### src/verilog/lcd_params.svh
//--------------------
// widths, FIFO depth and register map of the i8080 panel controller
// offsets are byte addresses compared in full, no aliasing
//--------------------
`ifndef LCD_PARAMS_SVH
`define LCD_PARAMS_SVH

`define LCD_WORD_W          32
`define LCD_BEAT_W          16
`define LCD_FIFO_AW         2     // 4 entries per FIFO
`define LCD_NUM_FIFOS       2

`define LCD_CMD_FIFO        0
`define LCD_DATA_FIFO       1

`define LCD_VERSION_OFS     8'h00
`define LCD_TIMING_OFS      8'h04
`define LCD_CONTROL_OFS     8'h08
`define LCD_CMD_FIFO_OFS    8'h10
`define LCD_DATA_FIFO_OFS   8'h14
`define LCD_CSN_OFS         8'h18

`define LCD_VERSION         32'h0108_0016

`endif
### src/verilog/lcd_pkg.sv
//--------------------
// shared types of the panel controller
//--------------------
`default_nettype none

`include "lcd_params.svh"

package lcd_pkg;

  typedef logic [`LCD_WORD_W-1:0] lcd_word_t;
  typedef logic [`LCD_BEAT_W-1:0] lcd_beat_t;
  typedef logic [7:0]             lcd_addr_t;
  typedef logic [7:0]             lcd_len_t;    // cycles minus one
  typedef logic [15:0]            lcd_delay_t;
  typedef logic [23:0]            lcd_count_t;

  // command word bits 31:30
  typedef enum logic [1:0] {
    op_write_cmd     = 2'd0,
    op_write_param   = 2'd1,
    op_write_n_param = 2'd2,
    op_sync          = 2'd3
  } lcd_opcode_t;

  typedef enum logic [2:0] {
    st_idle,
    st_wr_low,
    st_wr_high,
    st_wait_data,
    st_wait_te,
    st_te_delay,
    st_sync
  } lcd_state_t;

endpackage

`default_nettype wire

### src/verilog/lcd_ctrl_top.sv
//--------------------
// i8080 panel controller, 16 bit bus, write only
//--------------------
`timescale 1ns/10ps
`default_nettype none

`include "lcd_params.svh"

module lcd_ctrl_top (
  input  logic                aclk,
  input  logic                arstn,
  input  logic                reg_valid,
  output logic                reg_ready,
  input  logic                reg_write,
  input  lcd_pkg::lcd_addr_t  reg_addr,
  input  lcd_pkg::lcd_word_t  reg_wdata,
  output lcd_pkg::lcd_word_t  reg_rdata,
  output logic                panel_rstn,
  output logic                panel_csn,
  output logic                panel_dc,
  output logic                panel_wrn,
  output logic                panel_oe,
  output lcd_pkg::lcd_beat_t  panel_data,
  input  logic                te,
  output logic                int_strb
);

  logic [`LCD_NUM_FIFOS-1:0]  fifo_push;
  logic [`LCD_NUM_FIFOS-1:0]  fifo_full;
  logic [`LCD_NUM_FIFOS-1:0]  fifo_pop;
  logic [`LCD_NUM_FIFOS-1:0]  fifo_empty;
  lcd_pkg::lcd_word_t         fifo_head [`LCD_NUM_FIFOS];
  lcd_pkg::lcd_word_t         push_data;
  lcd_pkg::lcd_len_t          wr_low_len;
  lcd_pkg::lcd_len_t          wr_high_len;
  lcd_pkg::lcd_delay_t        te_delay;

  lcd_regs u_regs (
    .aclk        (aclk),
    .arstn       (arstn),
    .reg_valid   (reg_valid),
    .reg_write   (reg_write),
    .reg_addr    (reg_addr),
    .reg_wdata   (reg_wdata),
    .reg_ready   (reg_ready),
    .reg_rdata   (reg_rdata),
    .fifo_full   (fifo_full),
    .fifo_push   (fifo_push),
    .push_data   (push_data),
    .wr_low_len  (wr_low_len),
    .wr_high_len (wr_high_len),
    .te_delay    (te_delay),
    .panel_rstn  (panel_rstn),
    .panel_csn   (panel_csn)
  );

  for (genvar i = 0; i < `LCD_NUM_FIFOS; i++) begin : g_fifo   // cmd, data
    lcd_fifo u_fifo (
      .aclk      (aclk),
      .arstn     (arstn),
      .push      (fifo_push[i]),
      .push_data (push_data),
      .full      (fifo_full[i]),
      .pop       (fifo_pop[i]),
      .head      (fifo_head[i]),
      .empty     (fifo_empty[i])
    );
  end

  lcd_bus_seq u_seq (
    .aclk        (aclk),
    .arstn       (arstn),
    .cmd_head    (fifo_head[`LCD_CMD_FIFO]),
    .data_head   (fifo_head[`LCD_DATA_FIFO]),
    .cmd_empty   (fifo_empty[`LCD_CMD_FIFO]),
    .data_empty  (fifo_empty[`LCD_DATA_FIFO]),
    .cmd_pop     (fifo_pop[`LCD_CMD_FIFO]),
    .data_pop    (fifo_pop[`LCD_DATA_FIFO]),
    .wr_low_len  (wr_low_len),
    .wr_high_len (wr_high_len),
    .te_delay    (te_delay),
    .te          (te),
    .panel_dc    (panel_dc),
    .panel_wrn   (panel_wrn),
    .panel_oe    (panel_oe),
    .panel_data  (panel_data),
    .int_strb    (int_strb)
  );

endmodule

`default_nettype wire

### src/verilog/lcd_bus_seq.sv
//--------------------
// te is asynchronous, only its rising edge is used
// a parameter run of 0 or 1 bytes still sends one beat
//--------------------
`timescale 1ns/10ps
`default_nettype none

`include "lcd_params.svh"

module lcd_bus_seq (
  input  logic                 aclk,
  input  logic                 arstn,
  input  lcd_pkg::lcd_word_t   cmd_head,
  input  lcd_pkg::lcd_word_t   data_head,
  input  logic                 cmd_empty,
  input  logic                 data_empty,
  output logic                 cmd_pop,
  output logic                 data_pop,
  input  lcd_pkg::lcd_len_t    wr_low_len,
  input  lcd_pkg::lcd_len_t    wr_high_len,
  input  lcd_pkg::lcd_delay_t  te_delay,
  input  logic                 te,
  output logic                 panel_dc,
  output logic                 panel_wrn,
  output logic                 panel_oe,
  output lcd_pkg::lcd_beat_t   panel_data,
  output logic                 int_strb
);

  lcd_pkg::lcd_state_t   state;
  lcd_pkg::lcd_opcode_t  opcode;
  lcd_pkg::lcd_len_t     strobe_cnt;
  lcd_pkg::lcd_count_t   byte_cnt;     // bytes sent before the current beat
  lcd_pkg::lcd_count_t   byte_max;
  lcd_pkg::lcd_word_t    word_q;
  lcd_pkg::lcd_delay_t   delay_cnt;
  logic                  hi_pending;   // high half of word_q still to send
  logic                  more_bytes;
  logic                  beat_end;
  logic [2:0]            te_sync;
  logic                  te_rise;

  assign opcode = lcd_pkg::lcd_opcode_t'(cmd_head[31:30]);

  assign more_bytes = ({1'b0, byte_cnt} + 25'd2) < {1'b0, byte_max};
  assign beat_end   = (state == lcd_pkg::st_wr_high) && (strobe_cnt == wr_high_len);

  assign cmd_pop  = (state == lcd_pkg::st_idle) && !cmd_empty;
  assign data_pop = !data_empty &&
                    ((state == lcd_pkg::st_wait_data) ||
                     (beat_end && more_bytes && !hi_pending));

  // two sync stages plus one for edge detect
  always_ff @(posedge aclk or negedge arstn) begin
    if (!arstn) begin
      te_sync <= '0;
    end else begin
      te_sync <= {te_sync[1:0], te};
    end
  end

  assign te_rise = te_sync[1] && !te_sync[2];

  always_ff @(posedge aclk) begin
    if (data_pop) begin
      word_q <= data_head;
    end
  end

  always_ff @(posedge aclk or negedge arstn) begin
    if (!arstn) begin
      state      <= lcd_pkg::st_idle;
      strobe_cnt <= '0;
      byte_cnt   <= '0;
      byte_max   <= '0;
      delay_cnt  <= '0;
      hi_pending <= 1'b0;
      panel_wrn  <= 1'b1;
      panel_oe   <= 1'b0;
      panel_dc   <= 1'b1;
      panel_data <= '0;
      int_strb   <= 1'b0;
    end else begin
      int_strb <= 1'b0;   // single cycle pulse
      case (state)
        lcd_pkg::st_idle: begin
          if (!cmd_empty) begin
            strobe_cnt <= '0;
            byte_cnt   <= '0;
            case (opcode)
              lcd_pkg::op_write_cmd, lcd_pkg::op_write_param: begin
                state      <= lcd_pkg::st_wr_low;
                byte_max   <= '0;
                panel_wrn  <= 1'b0;
                panel_oe   <= 1'b1;
                panel_dc   <= (opcode == lcd_pkg::op_write_param);
                panel_data <= cmd_head[`LCD_BEAT_W-1:0];
              end
              lcd_pkg::op_write_n_param: begin
                state    <= lcd_pkg::st_wait_data;
                byte_max <= cmd_head[23:0];
              end
              lcd_pkg::op_sync: begin
                if (cmd_head[1]) begin
                  state <= lcd_pkg::st_wait_te;
                end else begin
                  state    <= lcd_pkg::st_sync;
                  int_strb <= cmd_head[0];
                end
              end
            endcase
          end
        end

        lcd_pkg::st_wait_data: begin
          if (!data_empty) begin
            state      <= lcd_pkg::st_wr_low;
            hi_pending <= 1'b1;
            panel_wrn  <= 1'b0;
            panel_oe   <= 1'b1;
            panel_dc   <= 1'b1;
            panel_data <= data_head[`LCD_BEAT_W-1:0];   // low half first
          end
        end

        lcd_pkg::st_wr_low: begin
          if (strobe_cnt == wr_low_len) begin
            state      <= lcd_pkg::st_wr_high;
            strobe_cnt <= '0;
            panel_wrn  <= 1'b1;
          end else begin
            strobe_cnt <= strobe_cnt + 1'b1;
          end
        end

        lcd_pkg::st_wr_high: begin
          if (beat_end) begin
            strobe_cnt <= '0;
            if (more_bytes) begin
              byte_cnt <= byte_cnt + 24'd2;
              if (hi_pending) begin
                state      <= lcd_pkg::st_wr_low;
                hi_pending <= 1'b0;
                panel_wrn  <= 1'b0;
                panel_data <= word_q[`LCD_WORD_W-1:`LCD_BEAT_W];
              end else if (!data_empty) begin
                state      <= lcd_pkg::st_wr_low;
                hi_pending <= 1'b1;
                panel_wrn  <= 1'b0;
                panel_data <= data_head[`LCD_BEAT_W-1:0];
              end else begin
                state <= lcd_pkg::st_wait_data;   // bus idles high
              end
            end else begin
              state    <= lcd_pkg::st_idle;
              panel_oe <= 1'b0;
              panel_dc <= 1'b1;
            end
          end else begin
            strobe_cnt <= strobe_cnt + 1'b1;
          end
        end

        lcd_pkg::st_wait_te: begin
          if (te_rise) begin
            state     <= lcd_pkg::st_te_delay;
            delay_cnt <= te_delay;
          end
        end

        lcd_pkg::st_te_delay: begin
          if (delay_cnt == '0) begin
            state <= lcd_pkg::st_idle;
          end else begin
            delay_cnt <= delay_cnt - 1'b1;
          end
        end

        lcd_pkg::st_sync: begin
          state <= lcd_pkg::st_idle;
        end

        default: begin
          state <= lcd_pkg::st_idle;
        end
      endcase
    end
  end

endmodule

`default_nettype wire

### src/verilog/lcd_fifo.sv
//--------------------
// push into a full FIFO or pop from an empty one is dropped
//--------------------
`timescale 1ns/10ps
`default_nettype none

`include "lcd_params.svh"

module lcd_fifo (
  input  logic                aclk,
  input  logic                arstn,
  input  logic                push,
  input  lcd_pkg::lcd_word_t  push_data,
  output logic                full,
  input  logic                pop,
  output lcd_pkg::lcd_word_t  head,
  output logic                empty
);

  localparam int DEPTH = 1 << `LCD_FIFO_AW;

  lcd_pkg::lcd_word_t     mem [0:DEPTH-1];
  logic [`LCD_FIFO_AW:0]  wr_ptr;   // msb is the wrap bit
  logic [`LCD_FIFO_AW:0]  rd_ptr;
  logic                   do_push;
  logic                   do_pop;

  assign do_push = push && !full;
  assign do_pop  = pop && !empty;

  assign empty = (wr_ptr == rd_ptr);
  assign full  = (wr_ptr[`LCD_FIFO_AW] != rd_ptr[`LCD_FIFO_AW]) &&
                 (wr_ptr[`LCD_FIFO_AW-1:0] == rd_ptr[`LCD_FIFO_AW-1:0]);

  assign head = mem[rd_ptr[`LCD_FIFO_AW-1:0]];

  always_ff @(posedge aclk) begin
    if (do_push) begin
      mem[wr_ptr[`LCD_FIFO_AW-1:0]] <= push_data;
    end
  end

  always_ff @(posedge aclk or negedge arstn) begin
    if (!arstn) begin
      wr_ptr <= '0;
      rd_ptr <= '0;
    end else begin
      if (do_push) begin
        wr_ptr <= wr_ptr + 1'b1;
      end
      if (do_pop) begin
        rd_ptr <= rd_ptr + 1'b1;
      end
    end
  end

endmodule

`default_nettype wire

### src/verilog/lcd_regs.sv
//--------------------
// host register port, reads never stall
// FIFO writes hold reg_ready low while the addressed FIFO is full
//--------------------
`timescale 1ns/10ps
`default_nettype none

`include "lcd_params.svh"

module lcd_regs (
  input  logic                       aclk,
  input  logic                       arstn,
  input  logic                       reg_valid,
  input  logic                       reg_write,
  input  lcd_pkg::lcd_addr_t         reg_addr,
  input  lcd_pkg::lcd_word_t         reg_wdata,
  output logic                       reg_ready,
  output lcd_pkg::lcd_word_t         reg_rdata,
  input  logic [`LCD_NUM_FIFOS-1:0]  fifo_full,
  output logic [`LCD_NUM_FIFOS-1:0]  fifo_push,
  output lcd_pkg::lcd_word_t         push_data,
  output lcd_pkg::lcd_len_t          wr_low_len,
  output lcd_pkg::lcd_len_t          wr_high_len,
  output lcd_pkg::lcd_delay_t        te_delay,
  output logic                       panel_rstn,
  output logic                       panel_csn
);

  logic [`LCD_NUM_FIFOS-1:0] fifo_sel;
  logic                      xfer;
  logic                      cfg_wr;

  // which FIFO the address points at, if any
  always_comb begin
    fifo_sel = '0;
    if (reg_addr == `LCD_CMD_FIFO_OFS) begin
      fifo_sel[`LCD_CMD_FIFO] = 1'b1;
    end
    if (reg_addr == `LCD_DATA_FIFO_OFS) begin
      fifo_sel[`LCD_DATA_FIFO] = 1'b1;
    end
  end

  assign reg_ready = !(reg_write && |(fifo_sel & fifo_full));   // stall on full target
  assign xfer      = reg_valid && reg_ready;
  assign cfg_wr    = xfer && reg_write;

  assign fifo_push = cfg_wr ? fifo_sel : '0;
  assign push_data = reg_wdata;

  always_ff @(posedge aclk or negedge arstn) begin
    if (!arstn) begin
      wr_low_len  <= '0;
      wr_high_len <= '0;
      te_delay    <= '0;
      panel_rstn  <= 1'b0;   // panel held in reset
      panel_csn   <= 1'b1;
    end else if (cfg_wr) begin
      case (reg_addr)
        `LCD_TIMING_OFS: begin
          wr_low_len  <= reg_wdata[7:0];
          wr_high_len <= reg_wdata[15:8];
        end
        `LCD_CONTROL_OFS: begin
          te_delay   <= reg_wdata[31:16];
          panel_rstn <= reg_wdata[4];
        end
        `LCD_CSN_OFS: begin
          panel_csn <= reg_wdata[0];
        end
        default: begin
        end
      endcase
    end
  end

  // readback, reserved bits stay zero
  always_comb begin
    reg_rdata = '0;
    case (reg_addr)
      `LCD_VERSION_OFS: begin
        reg_rdata = `LCD_VERSION;
      end
      `LCD_TIMING_OFS: begin
        reg_rdata[7:0]  = wr_low_len;
        reg_rdata[15:8] = wr_high_len;
      end
      `LCD_CONTROL_OFS: begin
        reg_rdata[31:16] = te_delay;
        reg_rdata[4]     = panel_rstn;
      end
      `LCD_CSN_OFS: begin
        reg_rdata[0] = panel_csn;
      end
      default: begin
      end
    endcase
  end

endmodule

`default_nettype wire

### config.mk
export PLATFORM = sky130hd
export DESIGN_NAME = lcd_ctrl_top
export DESIGN_NICKNAME = d
export VERILOG_FILES = /design/src/verilog/lcd_pkg.sv /design/src/verilog/lcd_ctrl_top.sv /design/src/verilog/lcd_bus_seq.sv /design/src/verilog/lcd_fifo.sv /design/src/verilog/lcd_regs.sv
export VERILOG_INCLUDE_DIRS = /design/src /design/src/verilog
export SDC_FILE = /design/constraint.sdc
export NUM_CORES = 1
export LEC_CHECK = 0
export BUFFER_PORTS_ARGS = -buffer_cell sky130_fd_sc_hd__buf_2
export CORE_UTILIZATION = 60
export CTS_CLUSTER_SIZE = 40
export DETAILED_ROUTE_END_ITERATION = 8
export PLACE_DENSITY_LB_ADDON = 0.1
export SLEW_MARGIN = 20
export SYNTH_ARGS = -nofsm -noshare
export SYNTH_HDL_FRONTEND = slang
export SYNTH_HIERARCHICAL = 1
export SYNTH_SLANG_ARGS = --single-unit
export TNS_END_PERCENT = 5
### constraint.sdc
create_clock -name aclk -period 9.2 [get_ports aclk]
set_input_delay 1.84 -clock aclk [delete_from_list [all_inputs] [get_ports aclk]]
set_output_delay 1.84 -clock aclk [all_outputs]
set_load 0.02 [all_outputs]
Word-level counts from Yosys, hierarchy flattened
Memories as Yosys holds them, arrays and structs flattened.
Cells that the tools add are included.
Widths: inputs -> output; s select.
{ "op_classes": {"addsub": 8, "n_lt_le_gt_ge": 1, "n_eq_ne": 31, "mux": 71, "n_bitwise": 2, "reduce_logical": 48} }
{ "ops": {"columns": ["cell", "count"], "rows": [
  ["$mux 16", 8],
  ["$pmux 24 s2", 2],
  ["$mux 24", 3],
  ["$pmux 16 s2", 2],
  ["$pmux 16 s3", 1],
  ["$mux 1", 30],
  ["$add 24x2->25 const B", 1],
  ["$lt 25x24->1", 1],
  ["$add 24x2->24 const B", 1],
  ["$eq 8x5->1 const B", 3],
  ["$mux 3", 8],
  ["$mux 8", 3],
  ["$pmux 8 s3", 1],
  ["$pmux 3 s6", 1],
  ["$reduce_and 6->1", 3],
  ["$eq 8x8->1", 2],
  ["$logic_not 16->1", 1],
  ["$sub 16x1->16 const B", 1],
  ["$logic_and 1x1->1", 15],
  ["$add 3x1->3 const B", 4],
  ["$mux 11", 1],
  ["$ne 2x1->1 const B", 5],
  ["$ne 2x2->1 const B", 5],
  ["$pmux 1 s3", 3],
  ["other kinds (31)", 56]
]} }
{ "word_totals": {"ff_bits": 177, "ramBits": 256, "output_inout_bits": 55, "mem_count": 2} }
{ "memory_table": {"columns": ["memory", "words", "word_bits", "read_ports", "rd_ports_with_merged_regs", "wr", "line", "text"], "rows": [
  ["g_fifo[0].u_fifo.mem", 4, 32, 1, 0, 1, "lcd_fifo.sv:22", "lcd_pkg::lcd_word_t mem [0:DEPTH-1];"],
  ["g_fifo[1].u_fifo.mem", 4, 32, 1, 0, 1, "lcd_fifo.sv:22", null]
]} }

Longest topological paths before layout
{ "depth": {"depth_word": 12, "mapped_depth": 16} }

Hierarchy
Netlist, hierarchy kept.
{ "modules_own_cells": {"columns": ["mod", "n_inst", "cells_each", "area_per_inst_um2", "seq_area_each_um2"], "rows": [
  ["lcd_fifo", 2, 216, 5077.4, 3993.8],
  ["lcd_bus_seq", 1, 658, 6377.4, 2935.3],
  ["lcd_regs", 1, 163, 1984.4, 852.1]
]} }

Worst setup path before layout
OpenSTA, ideal clock, no wires.
{ "synth_timing": {"path_type": "in2out", "start": "input reg_addr[1]", "end": "output reg_rdata[0]", "arrival_time_ps": 3534, "required_time_ps": 7360, "slack_ps": 3826, "cell_stages": 3, "path_buffers": 0, "path_cell_list": "nor4b_4 > nand3_1 > a2111oi_0"} }
{ "synth_between": {"elab_chain_len": 2} }
{ "synth_rtl": {"columns": ["item", "line", "text"], "rows": [
  ["from (decl)", "lcd_ctrl_top.sv:15", "input lcd_pkg::lcd_addr_t reg_addr,"],
  ["$eq 8x5->1 / $eq 8x3->1 (equally long branches)", "lcd_regs.sv:80", "case (reg_addr)"],
  ["$pmux 1 s2 (*)", "lcd_regs.sv:80", null],
  ["to (decl)", "lcd_ctrl_top.sv:17", "output lcd_pkg::lcd_word_t reg_rdata,"]
]} }
Every way passes the cells marked *; elsewhere a longest branch is shown, timed or not.

Final worst setup path
Ends and elaborated chain as after synthesis.

==> metrics.yaml <==
die_area_um2: 30100
cts_resized: 0
cp_data_required_time_ns: 7.36
hpwl_um: 26100
clock_latency_ns: 0.54
clock-skew-final_ns: 0.0173
vias_per_cell: 6.22
min_period_ns: 5.40
startpoint_type: "input port"
die_h_um: 174
mostFrequentLayoutCells: "edfxtp_1, dfrtp_1, buf_2"
crit_path_end_kind: "output pin"
peakVddDrop_v: 0.000201
hold_viol_final: 0
pin_count: 100
clkSlewWorstSetupHoldPaths_ns: 0.06
ys_warn_count: 6
antenna_cells: 0
slew_violations: 0
drc: 0
cts_hold_buf: 0
finalWorstSetupSlack_ns: 3.80
core_um2: 28900
htreeDepth: 2
fmax_mhz: 185
netlist_area_um2: 17700
holdCritPathClass: "reg2reg"
nets: 1371
max_cap_violations: 0
fin_setup_tns_ns: 0
outcome: "finished, final reports clean"
grt_max_degree: 80
synth_fp_nets: 1304
grt_use_total: 0.274
final_common_cell: "edfxtp_1"
grt_pass1_wl_um: 62100
drt_wl_total_um: 40200
leakagePower_nw: 7.83
port_buffers: 99
finalPower_mw: 4.62
drtIter0Drc: 995
overflow: 0
setup_viol: 0
syn_inst: 1223
area_delta_synth_final_pct: 11.0
critical_path.cell_chain: "buf_2, nor4b_4, nand3_1, a2111oi_0, buf_2"
start_util: 0.612
cts_buffers: 41
slew_headroom: 0.256
place_congestion: 0.864
root_buffer: "clkbuf_16"
first_pass_iters: 5
drive_above_1_share: 0.228
cts_setup_buffers: 0
cts_sinks: 392
fin_crit_sh: 0.586
slowest_stage: "nor4b_4"
path_class: "in2out"
power_density_nw_per_um2: 235
wire_per_inst_um: 23.6
cts_tree: "done"
post-place-ws_ns: 3.82
tightestPinTransition_ns: 1.11
antenna_found_initial: 0
grt_pass1_vias: 10457
rsz0062_at_grt: "false"
max_stage_delay_ns: 0.76
die_w_um: 174
worstPathArrival_ns: 3.56
crit_fanout: 17
vias: 10613
rows: 62
avgSynthCellArea_um2: 14.4
ant_nets: 0
clockBufferDepth: 3
crit_path_frequent_cell: "buf_2"
per-layer routing:
metal,global-route usage,routed length (um)
met1,0.383,17000
met2,0.444,19600
met5,0,0
met4,0.0900,1120
met3,0.0421,2530
layout make-up:
| cell class | count | area, um^2 |
|---|---|---|
| timing repair buffer | 116 | 649 |
| fill | 2024 | 9250 |
| clock inverter | 23 | 269 |
| sequential | 392 | 11100 |
| multi-input combinational | 693 | 5910 |
| clock buffer | 51 | 1070 |
| inverter | 46 | 173 |
| tap | 384 | 480 |
per-stage QoR:
stage	cell area (um^2)	hold WS [ns]	util	cells
after CTS	19600	0.354	0.679	1704
final	19600	0.353	0.679	1705
after floorplan	17700	0.331	-	1223
after detailed placement	18200	0.337	0.632	1630
after global routing	19600	0.362	0.679	1705
after global placement	18200	0.335	0.632	1630
flip-flops by register name, summed over array words and instances, names as in the netlist, 8 cells and up:
register            cells
u_regs/wr_high_len      8
u_seq/panel_data       16
u_seq/word_q           16
u_seq/strobe_cnt        8
u_regs/wr_low_len       8
u_regs/te_delay        16
u_seq/byte_cnt         23
u_seq/byte_max         24
g_fifo.u_fifo/mem     232
u_seq/delay_cnt        16
power breakdown:
part	switching (mW)	internal, mW	leakage (nW)
sequential	0.104	1.99	4.16
combinational	0.570	0.309	3.01
clock	0.672	0.974	0.652
worst max-delay path, delay by kind of cell:
family | cells | cell delay (ns)
and+or+nand+nor | 2 | 0.90
AOI/OAI and AO/OA | 1 | 0.43
buffers and inverters | 2 | 0.38
path summary, 6_finish.rpt:
check | from | to | slack [ns] | depth (start not counted)
worst max-delay path | reg_addr[1] | reg_rdata[0] | 3.80 | 5
min in group asynchronous | arstn | u_seq/byte_cnt[21]$_DFFE_PN0P_ | 1.35 | 1
worst max register to register | u_seq/byte_cnt[1]$_DFFE_PN0P_ | g_fifo[1].u_fifo/rd_ptr[1]$_DFFE_PN0P_ | 4.66 | 17
worst min register to register | u_seq/te_sync[0]$_DFF_PN0_ | u_seq/te_sync[1]$_DFF_PN0_ | 0.35 | 0
worst min-delay path | u_seq/te_sync[0]$_DFF_PN0_ | u_seq/te_sync[1]$_DFF_PN0_ | 0.35 | 0
max in group asynchronous | arstn | g_fifo[1].u_fifo/rd_ptr[0]$_DFFE_PN0P_ | 6.46 | 2
No activity file was read; power rests on OpenSTA's default activity.
